--- src/verilog/fe_mem_settings.svh ---
`ifndef FE_MEM_SETTINGS_SVH
`define FE_MEM_SETTINGS_SVH

// Address split: vtag | page offset
`define FE_VADDR_WIDTH        16
`define FE_PAGE_OFFSET_WIDTH  8
`define FE_VTAG_WIDTH         8
`define FE_PTAG_WIDTH         8

// Translation buffer
`define FE_ITLB_ELS           4
`define FE_ITLB_IDX_WIDTH     2   // log2 of entry count

// Instruction cache, index sits in address bits 7:2
`define FE_ICACHE_SETS        64
`define FE_ICACHE_INDEX_WIDTH 6
`define FE_INSTR_OFFSET_WIDTH 2   // Byte offset inside one instruction

`define FE_INSTR_WIDTH        32

`endif

--- src/verilog/fe_mem_pkg.sv ---
`include "fe_mem_settings.svh"

package fe_mem_pkg;

   typedef logic [`FE_VADDR_WIDTH-1:0]        vaddr_t;
   typedef logic [`FE_VTAG_WIDTH-1:0]         vtag_t;
   typedef logic [`FE_PTAG_WIDTH-1:0]         ptag_t;
   typedef logic [`FE_PAGE_OFFSET_WIDTH-1:0]  page_offset_t;
   typedef logic [`FE_ICACHE_INDEX_WIDTH-1:0] icache_index_t;
   typedef logic [`FE_INSTR_WIDTH-1:0]        instr_t;

   typedef struct packed {
      ptag_t        ptag;
      page_offset_t offset;
   } paddr_t;

   typedef enum logic [1:0] {
      fe_op_fetch,
      fe_op_tlb_fill,
      fe_op_tlb_fence
   } fe_op_e;

   typedef enum logic [1:0] {
      priv_u = 2'd0,
      priv_s = 2'd1,
      priv_m = 2'd3
   } priv_e;

   typedef struct packed {
      ptag_t ptag;
      logic  u;                            // User page
      logic  x;                            // Executable
   } tlb_entry_s;

   typedef struct packed {
      fe_op_e     op;
      vaddr_t     vaddr;                   // Fill takes its vtag from here too
      tlb_entry_s entry;
   } mem_cmd_s;

   typedef struct packed {
      logic   instr_access_fault;
      logic   instr_page_fault;
      logic   itlb_miss;
      logic   icache_miss;
      instr_t data;
   } mem_resp_s;

   typedef struct packed {
      paddr_t paddr;
      instr_t data;
   } icache_fill_s;

endpackage

--- src/verilog/fe_itlb.sv ---
`include "fe_mem_settings.svh"

module fe_itlb (
   input  logic                   clk_i,
   input  logic                   reset_i,
   input  logic                   flush_i,
   input  logic                   translation_en_i,
   input  logic                   v_i,
   input  logic                   w_i,
   input  fe_mem_pkg::vtag_t      vtag_i,
   input  fe_mem_pkg::tlb_entry_s entry_i,
   output fe_mem_pkg::tlb_entry_s entry_o,
   output logic                   entry_v_o,
   output logic                   miss_o
);
   import fe_mem_pkg::*;

   logic [`FE_ITLB_ELS-1:0]       valid_r;
   logic [`FE_ITLB_ELS-1:0]       match;
   logic [`FE_ITLB_IDX_WIDTH-1:0] match_idx;
   logic [`FE_ITLB_IDX_WIDTH-1:0] victim_r;
   logic [`FE_ITLB_IDX_WIDTH-1:0] wr_idx;
   vtag_t                         vtag_mem [`FE_ITLB_ELS];
   tlb_entry_s                    entry_mem [`FE_ITLB_ELS];
   logic                          read_v_r;
   logic                          hit_r;
   vtag_t                         vtag_r;
   tlb_entry_s                    hit_entry_r;
   tlb_entry_s                    bypass_entry;

   // Fully associative search, shared by read and write
   always_comb begin
      match     = '0;
      match_idx = '0;
      for (int i = 0; i < `FE_ITLB_ELS; i++) begin
         match[i] = valid_r[i] & (vtag_mem[i] == vtag_i);
         if (match[i]) begin
            match_idx = i[`FE_ITLB_IDX_WIDTH-1:0];
         end
      end
   end

   assign wr_idx = (|match) ? match_idx : victim_r;   // Update in place on a hit

   always_ff @(posedge clk_i) begin
      if (reset_i) begin
         valid_r  <= '0;
         victim_r <= '0;
         read_v_r <= 1'b0;
         hit_r    <= 1'b0;
      end else begin
         read_v_r <= v_i & ~w_i;
         hit_r    <= |match;
         if (flush_i) begin
            valid_r <= '0;
         end else if (v_i & w_i) begin
            valid_r[wr_idx] <= 1'b1;
            if (~|match) begin
               victim_r <= victim_r + 1'b1;             // Round robin
            end
         end
      end
   end

   always_ff @(posedge clk_i) begin
      if (v_i & w_i) begin
         vtag_mem[wr_idx]  <= vtag_i;
         entry_mem[wr_idx] <= entry_i;
      end
      if (v_i & ~w_i) begin
         vtag_r      <= vtag_i;
         hit_entry_r <= entry_mem[match_idx];
      end
   end

   // Identity mapping when translation is off
   assign bypass_entry = '{ptag: ptag_t'(vtag_r), u: 1'b0, x: 1'b1};

   assign entry_o   = translation_en_i ? hit_entry_r : bypass_entry;
   assign entry_v_o = read_v_r & (~translation_en_i | hit_r);
   assign miss_o    = read_v_r & translation_en_i & ~hit_r;

endmodule

--- src/verilog/fe_icache.sv ---
`include "fe_mem_settings.svh"

module fe_icache (
   input  logic                     clk_i,
   input  logic                     reset_i,
   input  fe_mem_pkg::vaddr_t       vaddr_i,
   input  logic                     vaddr_v_i,
   input  fe_mem_pkg::ptag_t        ptag_i,
   input  fe_mem_pkg::icache_fill_s fill_i,
   input  logic                     fill_v_i,
   output logic                     fetch_v_o,
   output logic                     hit_o,
   output fe_mem_pkg::instr_t       data_o
);
   import fe_mem_pkg::*;

   // Index lies inside the page offset, so virtual and physical index agree
   icache_index_t                rd_idx;
   icache_index_t                fill_idx;

   ptag_t                        tag_mem  [`FE_ICACHE_SETS];
   instr_t                       data_mem [`FE_ICACHE_SETS];
   logic [`FE_ICACHE_SETS-1:0]   valid_r;

   logic                         fetch_v_r;
   logic                         line_v_r;
   ptag_t                        tag_rd_r;
   instr_t                       data_rd_r;

   assign rd_idx   = vaddr_i[`FE_INSTR_OFFSET_WIDTH +: `FE_ICACHE_INDEX_WIDTH];
   assign fill_idx = fill_i.paddr.offset[`FE_INSTR_OFFSET_WIDTH +: `FE_ICACHE_INDEX_WIDTH];

   // Stage 0, control part of the array read
   always_ff @(posedge clk_i) begin
      if (reset_i) begin
         fetch_v_r <= 1'b0;
         line_v_r  <= 1'b0;
      end else begin
         fetch_v_r <= vaddr_v_i;
         if (vaddr_v_i) begin
            line_v_r <= valid_r[rd_idx];                   // Sees state before a same-cycle fill
         end
      end
   end

   // Stage 0, tag and data read
   always_ff @(posedge clk_i) begin
      if (vaddr_v_i) begin
         tag_rd_r  <= tag_mem[rd_idx];
         data_rd_r <= data_mem[rd_idx];
      end
   end

   // Line valid bits
   always_ff @(posedge clk_i) begin
      if (reset_i) begin
         valid_r <= '0;
      end else if (fill_v_i) begin
         valid_r[fill_idx] <= 1'b1;
      end
   end

   // Refill write port, one instruction per line
   always_ff @(posedge clk_i) begin
      if (fill_v_i) begin
         tag_mem[fill_idx]  <= fill_i.paddr.ptag;
         data_mem[fill_idx] <= fill_i.data;
      end
   end

   // Stage 1, physical tag compare
   assign fetch_v_o = fetch_v_r;
   assign hit_o     = fetch_v_r & line_v_r & (tag_rd_r == ptag_i);
   assign data_o    = data_rd_r;

endmodule

--- src/verilog/fe_fetch_resp.sv ---
`include "fe_mem_settings.svh"

module fe_fetch_resp (
   input  logic                   clk_i,
   input  logic                   reset_i,
   input  logic                   fetch_v_i,
   input  logic                   poison_i,
   input  fe_mem_pkg::priv_e      priv_i,
   input  logic                   translation_en_i,
   input  fe_mem_pkg::tlb_entry_s entry_i,
   input  logic                   itlb_miss_i,
   input  logic                   cache_hit_i,
   input  fe_mem_pkg::instr_t     data_i,
   output fe_mem_pkg::mem_resp_s  resp_o,
   output logic                   resp_v_o
);
   import fe_mem_pkg::*;

   logic      io_region;
   logic      priv_fault;
   logic      access_fault;
   logic      page_fault;
   logic      fault;
   mem_resp_s resp_n;
   mem_resp_s resp_r;
   logic      resp_v_r;

   assign io_region    = entry_i.ptag[`FE_PTAG_WIDTH-1];  // Top tag bit marks I/O space
   assign priv_fault   = ((priv_i == priv_s) & entry_i.u) | ((priv_i == priv_u) & ~entry_i.u);
   assign access_fault = ~itlb_miss_i & io_region;
   assign page_fault   = ~itlb_miss_i & translation_en_i & (~entry_i.x | priv_fault);
   assign fault        = access_fault | page_fault;

   // A TLB miss overrides every other outcome
   always_comb begin
      resp_n.instr_access_fault = access_fault;
      resp_n.instr_page_fault   = page_fault;
      resp_n.itlb_miss          = itlb_miss_i;
      resp_n.icache_miss        = ~itlb_miss_i & ~fault & ~cache_hit_i;
      resp_n.data               = (~itlb_miss_i & ~fault & cache_hit_i) ? data_i : '0;
   end

   always_ff @(posedge clk_i) begin
      if (reset_i) begin
         resp_v_r <= 1'b0;
      end else begin
         resp_v_r <= fetch_v_i & ~poison_i;               // Poison kills the response
      end
   end

   always_ff @(posedge clk_i) begin
      if (fetch_v_i) begin
         resp_r <= resp_n;
      end
   end

   assign resp_o   = resp_r;
   assign resp_v_o = resp_v_r;

endmodule

--- src/verilog/fe_mem.sv ---
`include "fe_mem_settings.svh"

module fe_mem (
   input  logic                     clk_i,
   input  logic                     reset_i,
   input  fe_mem_pkg::mem_cmd_s     mem_cmd_i,
   input  logic                     mem_cmd_v_i,
   input  fe_mem_pkg::priv_e        mem_priv_i,
   input  logic                     mem_translation_en_i,
   input  logic                     mem_poison_i,
   input  fe_mem_pkg::icache_fill_s icache_fill_i,
   input  logic                     icache_fill_v_i,
   output fe_mem_pkg::mem_resp_s    mem_resp_o,
   output logic                     mem_resp_v_o
);
   import fe_mem_pkg::*;

   logic       fetch_v;
   logic       tlb_fill_v;
   logic       tlb_fence_v;
   vtag_t      cmd_vtag;
   tlb_entry_s itlb_entry;
   logic       itlb_entry_v;
   logic       itlb_miss;
   logic       icache_fetch_v;
   logic       icache_hit;
   instr_t     icache_data;

   // Every strobe is taken, so decode is purely combinational
   assign fetch_v     = mem_cmd_v_i & (mem_cmd_i.op == fe_op_fetch);
   assign tlb_fill_v  = mem_cmd_v_i & (mem_cmd_i.op == fe_op_tlb_fill);
   assign tlb_fence_v = mem_cmd_v_i & (mem_cmd_i.op == fe_op_tlb_fence);
   assign cmd_vtag    = mem_cmd_i.vaddr[`FE_VADDR_WIDTH-1 -: `FE_VTAG_WIDTH];

   fe_itlb itlb0 (
      .clk_i            (clk_i),
      .reset_i          (reset_i),
      .flush_i          (tlb_fence_v),
      .translation_en_i (mem_translation_en_i),
      .v_i              (fetch_v | tlb_fill_v),
      .w_i              (tlb_fill_v),
      .vtag_i           (cmd_vtag),
      .entry_i          (mem_cmd_i.entry),
      .entry_o          (itlb_entry),
      .entry_v_o        (itlb_entry_v),
      .miss_o           (itlb_miss)
   );

   fe_icache icache0 (
      .clk_i     (clk_i),
      .reset_i   (reset_i),
      .vaddr_i   (mem_cmd_i.vaddr),
      .vaddr_v_i (fetch_v),
      .ptag_i    (itlb_entry.ptag),
      .fill_i    (icache_fill_i),
      .fill_v_i  (icache_fill_v_i),
      .fetch_v_o (icache_fetch_v),
      .hit_o     (icache_hit),
      .data_o    (icache_data)
   );

   fe_fetch_resp resp0 (
      .clk_i            (clk_i),
      .reset_i          (reset_i),
      .fetch_v_i        (icache_fetch_v),
      .poison_i         (mem_poison_i),
      .priv_i           (mem_priv_i),
      .translation_en_i (mem_translation_en_i),
      .entry_i          (itlb_entry),
      .itlb_miss_i      (itlb_miss),
      .cache_hit_i      (icache_hit & itlb_entry_v),  // Hit counts only with a valid ptag
      .data_i           (icache_data),
      .resp_o           (mem_resp_o),
      .resp_v_o         (mem_resp_v_o)
   );

endmodule

--- config.mk ---
export PLATFORM = sky130hd
export DESIGN_NAME = fe_mem
export DESIGN_NICKNAME = d
export VERILOG_FILES = /design/src/verilog/fe_mem_pkg.sv /design/src/verilog/fe_itlb.sv /design/src/verilog/fe_icache.sv /design/src/verilog/fe_fetch_resp.sv /design/src/verilog/fe_mem.sv
export VERILOG_INCLUDE_DIRS = /design/src /design/src/verilog
export SDC_FILE = /design/constraint.sdc
export NUM_CORES = 2
export LEC_CHECK = 0
export ABC_AREA = 1
export BUFFER_PORTS_ARGS = -buffer_cell sky130_fd_sc_hd__buf_2
export CAP_MARGIN = 20
export CORE_AREA = 5 5 502 504
export CTS_CLUSTER_SIZE = 16
export DETAILED_ROUTE_END_ITERATION = 10
export DIE_AREA = 0 0 507 509
export PLACE_DENSITY_LB_ADDON = 0.3
export SETUP_SLACK_MARGIN = 0.15
export SLEW_MARGIN = 40
export SYNTH_ARGS = -nofsm -noshare
export SYNTH_HDL_FRONTEND = slang
export SYNTH_SLANG_ARGS = --single-unit
--- constraint.sdc ---
create_clock -name clk_i -period 6.32 [get_ports clk_i]
set_input_delay 1.264 -clock clk_i [delete_from_list [all_inputs] [get_ports clk_i]]
set_output_delay 1.264 -clock clk_i [all_outputs]
set_load 0.02 [all_outputs]
-- After elaboration in Yosys (flattened, before gate mapping)
Memory sizes are Yosys's and may differ from the RTL's. A register that Yosys moved wholly into a read port is not among the register bits.
Cells that the tools add are included.
- add/sub/neg operators: 1
- $lt $le $gt $ge: 5
- equal/unequal tests: 8
- muxes and demuxes: 15
- bitwise gates (word level): 42
- reductions and logical operators: 7
- operators with widths (cell ; number):
    OR 64 bit ; 1
    equality test 8 bit ; 5
    bitwise AND 1 bit ; 24
    < comparator 6 x 7 -> 1 bit (second input constant) ; 2
    inverter 1 bit ; 11
    two-way mux 10 bit ; 1
    two-way mux 1 bit ; 8
    binary-select mux 1 bit (select 6 bit) ; 1
    demux 1 bit (select 6 bit) ; 1
    >= comparator 6 x 1 -> 1 bit (second input constant) ; 1
    two-way mux 2 bit ; 3
    OR 1 bit ; 5
    equality test 2 x 1 -> 1 bit (second input constant) ; 2
    zero test 2 bit ; 2
    OR 4 bit ; 1
    OR reduction 4 bit ; 1
    < comparator 2 x 3 -> 1 bit (second input constant) ; 1
    AND reduction 3 bit ; 1
    adder 2 x 1 -> 2 bit (second input constant) ; 1
    demux 1 bit (select 2 bit) ; 1
    equality test 2 bit (second input constant) ; 1
    >= comparator 2 x 1 -> 1 bit (second input constant) ; 1
    logical AND 1 bit ; 2
    OR reduction 2 bit ; 1
- flip-flop bits (word level): 119
- RAM bits: 2632
- input bits: 84
- output and inout port bits: 37
- logic and storage cells: 96
- memories kept: 4
- memory list (name ; depth ; bits a word ; read ports ; clocked after Yosys merged registers in ; write ports ; line ; RTL):
    icache0.data_mem ; 64 ; 32 ; 1 ; 1 ; 1 ; fe_icache.sv:22 ; instr_t data_mem [`FE_ICACHE_SETS];
    icache0.tag_mem ; 64 ; 8 ; 1 ; 1 ; 1 ; fe_icache.sv:21 ; ptag_t tag_mem [`FE_ICACHE_SETS];
    itlb0.entry_mem ; 4 ; 10 ; 1 ; 1 ; 1 ; fe_itlb.sv:24 ; tlb_entry_s entry_mem [`FE_ITLB_ELS];
    itlb0.vtag_mem ; 4 ; 8 ; 4 ; 0 ; 1 ; fe_itlb.sv:23 ; vtag_t vtag_mem [`FE_ITLB_ELS];

-- Longest topological paths before layout
An unclocked memory read counts as a cell.
- depth in word-level cells: 12
- depth in mapped cells: 16
- gate-level depth less buffers: 13

-- Modules after synthesis
Synthesis repeated with hierarchy kept, for this count alone.
- cell total of the unflattened synthesis: 8753
- area total of the unflattened synthesis: 110262.0 sq um
- modules (own cells, without submodules) (module ; times used ; cells each ; area an instance (sq um) ; sequential area each (sq um)):
    fe_icache ; 1 ; 8209 ; 104452.7 ; 79396.1
    fe_itlb ; 1 ; 413 ; 4305.4 ; 2862.7
    fe_fetch_resp ; 1 ; 121 ; 1466.4 ; 1101.1
    fe_mem ; 1 ; 10 ; 37.5 ; 0.0

-- Worst setup path before layout
OpenSTA, ideal clock, no wires.
- kind: in2reg
- start: in mem_cmd_i[27] (netlist name)
- end: reg icache0.line_v_r
- library setup time: 0.056 ns
- arrival: 4.823 ns
- required time: 6.264 ns
- setup slack: 1.441 ns
- cell stages on the path: 5
- path buffers: 0
- cell sequence: nor3_1 -> inv_1 -> a21oi_1 -> o21ai_1 -> inv_1
- longest elaborated chain between the ends: 2
- ends and longest elaborated chain (element ; line ; RTL):
    start: declaration ; fe_mem.sv:6 ; input fe_mem_pkg::mem_cmd_s mem_cmd_i,
    zero test 2 bit ; fe_mem.sv:30 ; assign fetch_v = mem_cmd_v_i & (mem_cmd_i.op == fe_op_fetch);
    bitwise AND 1 bit ; fe_mem.sv:30 ;
    end signal: assignment ; fe_icache.sv:41 ; line_v_r <= valid_r[rd_idx];
    end: declaration ; fe_icache.sv:26 ; logic line_v_r;
Every way passes these cells.
A chain may end at the register's enable or synchronous reset.

==> flow_summary.ini <==
[sta]
slew_violations = 0
fin_crit_ns = 4.07
max_slew_margin_pct = 39.4
final_hold_viol_count = 0
worst_pin_slew_ns = 0.910
fin_setup_tns_ns = 0
setup_viol = 0
max_freq_mhz = 246
timing.final.crit_share_pct = 64.4
rsz0062_at_grt = false
fin_worst_skew_ns = 0.0531
whs_ns = 0.468

[setup_path]
critPathCaptureType = register
cp-start-kind = input port
critical_path_required_ns = 6.96
worstPathArrival_ns = 4.71
critPathLaunch = mem_cmd_i[12]
r2r-start = itlb0.vtag_mem[1][0]
crit_type = input port to register
cp_max_fo = 233

[floorplan]
coreArea_um2 = 247000
io_pins = 121
die_y_um = 509
start_util_pct = 44.7
rows = 183
die_width_um = 507
die_area_um2 = 258000

[yosys]
synth_flop_cell = edfxtp_1
yosys_warnings = 0
seq_area_frac_synth_pct = 75.4
syn_avg_cell_area_um2 = 12.7
synth_cells = 8723
synth_edf_count = 2726
syn_nets = 8807
synthesis.area_um2 = 111000
synthArstFlopShare_pct = 0
netlist-cell-type-count = 37
ys_seq_elements = 2801

[power]
switching_share_pct = 21.8
switchingPower_mw = 8.53
p_total_mw = 39.2
p_comb_share_pct = 5.6
p_int_mw = 30.7
powerDensity_nw_per_um2 = 314
power.share.sequential_pct = 52.4
leakagePower_nw = 41.2
clock_power_share_pct = 42.0
vdd_drop_max_uv = 303

[cells_and_area]
nets = 8857
syn2layout_area_growth_pct = 12.9
layout-drive-gt1-share_pct = 9.00
finalNonFillerCells = 12200
fillers = 20700
design_area_um2 = 125000

[placed_design]
placed_cell_area_um2 = 116000
dp.cells = 11700
place_congestion = 0.815
io_buffers = 116
dp_hpwl_um = 162000

[route]
drt-wirelength-per-cell_um = 25.4
viasPerCell = 5.92
drc = 0
vias = 72400
routed_wl_um = 311000
drtPass1Iterations = 8
ant_nets = 0
drt-initial-drc-count = 8467

[run_status]
run_status = complete, no violations

[global_route]
grt_pass1_wl_um = 454000
grt_max_degree = 234
grt_pass1_vias = 69800
antenna_found_initial = 21
overflow = 0
grt_use_total_pct = 23.5

[job]
maxCapViolCount = 0

[clock_tree]
cts_hold_buf = 0
insertion_delay_ns = 0.93
cts_setup_buffers = 0
htreeDepth = 5
path_clk_slew_ns = 0.06
clkSinkCount = 2801
cts_root_buf = clkbuf_16
cts_tree = done
cts_max_path_buffers = 4
ctsResizeCount = 0
cts_buffers = 297

[hold_path]
hold_class = register to register
min_from = icache0.valid_r[2]
==> routing by layer <==
metal  vias up  track usage [%]  share of wire (%)
met4         6             8.40                3.6
li1      31900                -                  -
met3       601             4.67                9.5
met2      3545             39.0                 48
met1     36300             30.9                 39
met5         -                0              0.013
==> area by class of cell <==
class | count | area, µm² | share of cell area (%)
flip-flops and latches | 2801 | 83400 | 66.8
well taps | 3237 | 4050 | 3.24
repair buffers | 346 | 3550 | 2.84
clock inverters | 125 | 1050 | 0.845
multi-input cells | 5155 | 24100 | 19.3
diodes | 10 | 25.0 | 0.0200
inverters | 172 | 706 | 0.565
clock buffers | 387 | 8010 | 6.41
==> power groups by stage <==
stage / combinational (mW) / clock [mW] / sequential [mW]
floorplan: 1.24 / 0 / 20.9
detailed placement: 2.15 / 0 / 20.9
global placement: 2.08 / 0 / 20.9
CTS: 2.15 / 16.7 / 20.5
finish: 2.18 / 16.5 / 20.5
global route: 2.37 / 17.4 / 20.5
==> cells in the final DEF (no fill, tap or decap), types with 95 or more instances in the layout <==
cell type | Yosys | final
inv_1 | 167 | 163
nand2_1 | 941 | 941
edfxtp_1 | 2726 | 2726
nor2_1 | 1574 | 1511
nand3_1 | 566 | 565
clkbuf_16 | 0 | 304
o21ai_0 | 1222 | 1222
buf_2 | 134 | 95
o22ai_1 | 632 | 632
buf_4 | 79 | 152
==> per-stage QoR <==
step                      util [%]  worst slack [ns]
after floorplan                  -              1.44
after global placement        46.3              1.72
after detailed placement      46.8              1.60
after CTS                     50.4              2.61
after global routing          50.5              2.25
final                         50.5              2.25
==> cell usage after synthesis, types with 32 or more instances <==
cell / instances / share of area, %
edfxtp_1: 2726 / 74
nor2_1: 1574 / 5.3
o21ai_0: 1222 / 5.5
nand2_1: 941 / 3.2
o22ai_1: 632 / 3.6
nand3_1: 566 / 2.6
clkbuf_1: 307 / 1.0
inv_1: 167 / 0.57
buf_2: 134 / 0.61
o21ai_1: 90 / 0.41
buf_4: 79 / 0.54
dfxtp_1: 75 / 1.4
buf_1: 32 / 0.11
==> registers in the layout, summed over array words and instances (netlist names) <==
signal,flops
itlb0.read_v_r,1
itlb0.hit_entry_r,10
icache0.tag_mem,512
itlb0.valid_r,4
icache0.data_mem,2048
resp0.resp_v_o,1
icache0.fetch_v_o,1
icache0.tag_rd_r,8
resp0.resp_o,36
itlb0.hit_r,1
icache0.data_o,32
itlb0.victim_r,2
itlb0.vtag_r,8
icache0.valid_r,64
itlb0.entry_mem,40
itlb0.vtag_mem,32
icache0.line_v_r,1
==> critical path: stages <==
cell,delay [ns]
buf_8,0.37
clkinv_16,0.52
buf_12,0.54
buf_16,0.31
buf_4,0.34
o21ai_0,0.21
o22ai_1,0.09
nand2_1,0.07
nand3_1,0.11
nand3_1,0.19
nand2_1,0.08
nand2_1,0.06
nand2_1,0.08
==> kinds of logic (layout without fill, tap and decap cells) <==
group / count (synthesis) / after routing / share of synthesized area [%]
buffers and inverters: 767 / 1030 / 3.29
AO/OA/AOI/OAI: 1999 / 1999 / 9.83
XOR/XNOR: 12 / 12 / 0.0950
flip-flops: 2801 / 2801 / 75.4
AND/OR/NAND/NOR: 3142 / 3142 / 11.4
multiplexers: 2 / 2 / 0.0181
other: 0 / 10 / 0
==> final timing paths <==
| kind | slack (ns) | end | cells past startpoint |
|---|---|---|---|
| min | 0.47 | icache0.valid_r[2] | 2 |
| min reg2reg | 0.47 | icache0.valid_r[2] | 2 |
| max | 2.25 | icache0.tag_rd_r[2] | 13 |
| max reg2reg | 3.76 | itlb0.entry_mem[2][0] | 10 |
No activity file was read; power rests on OpenSTA's default activity.
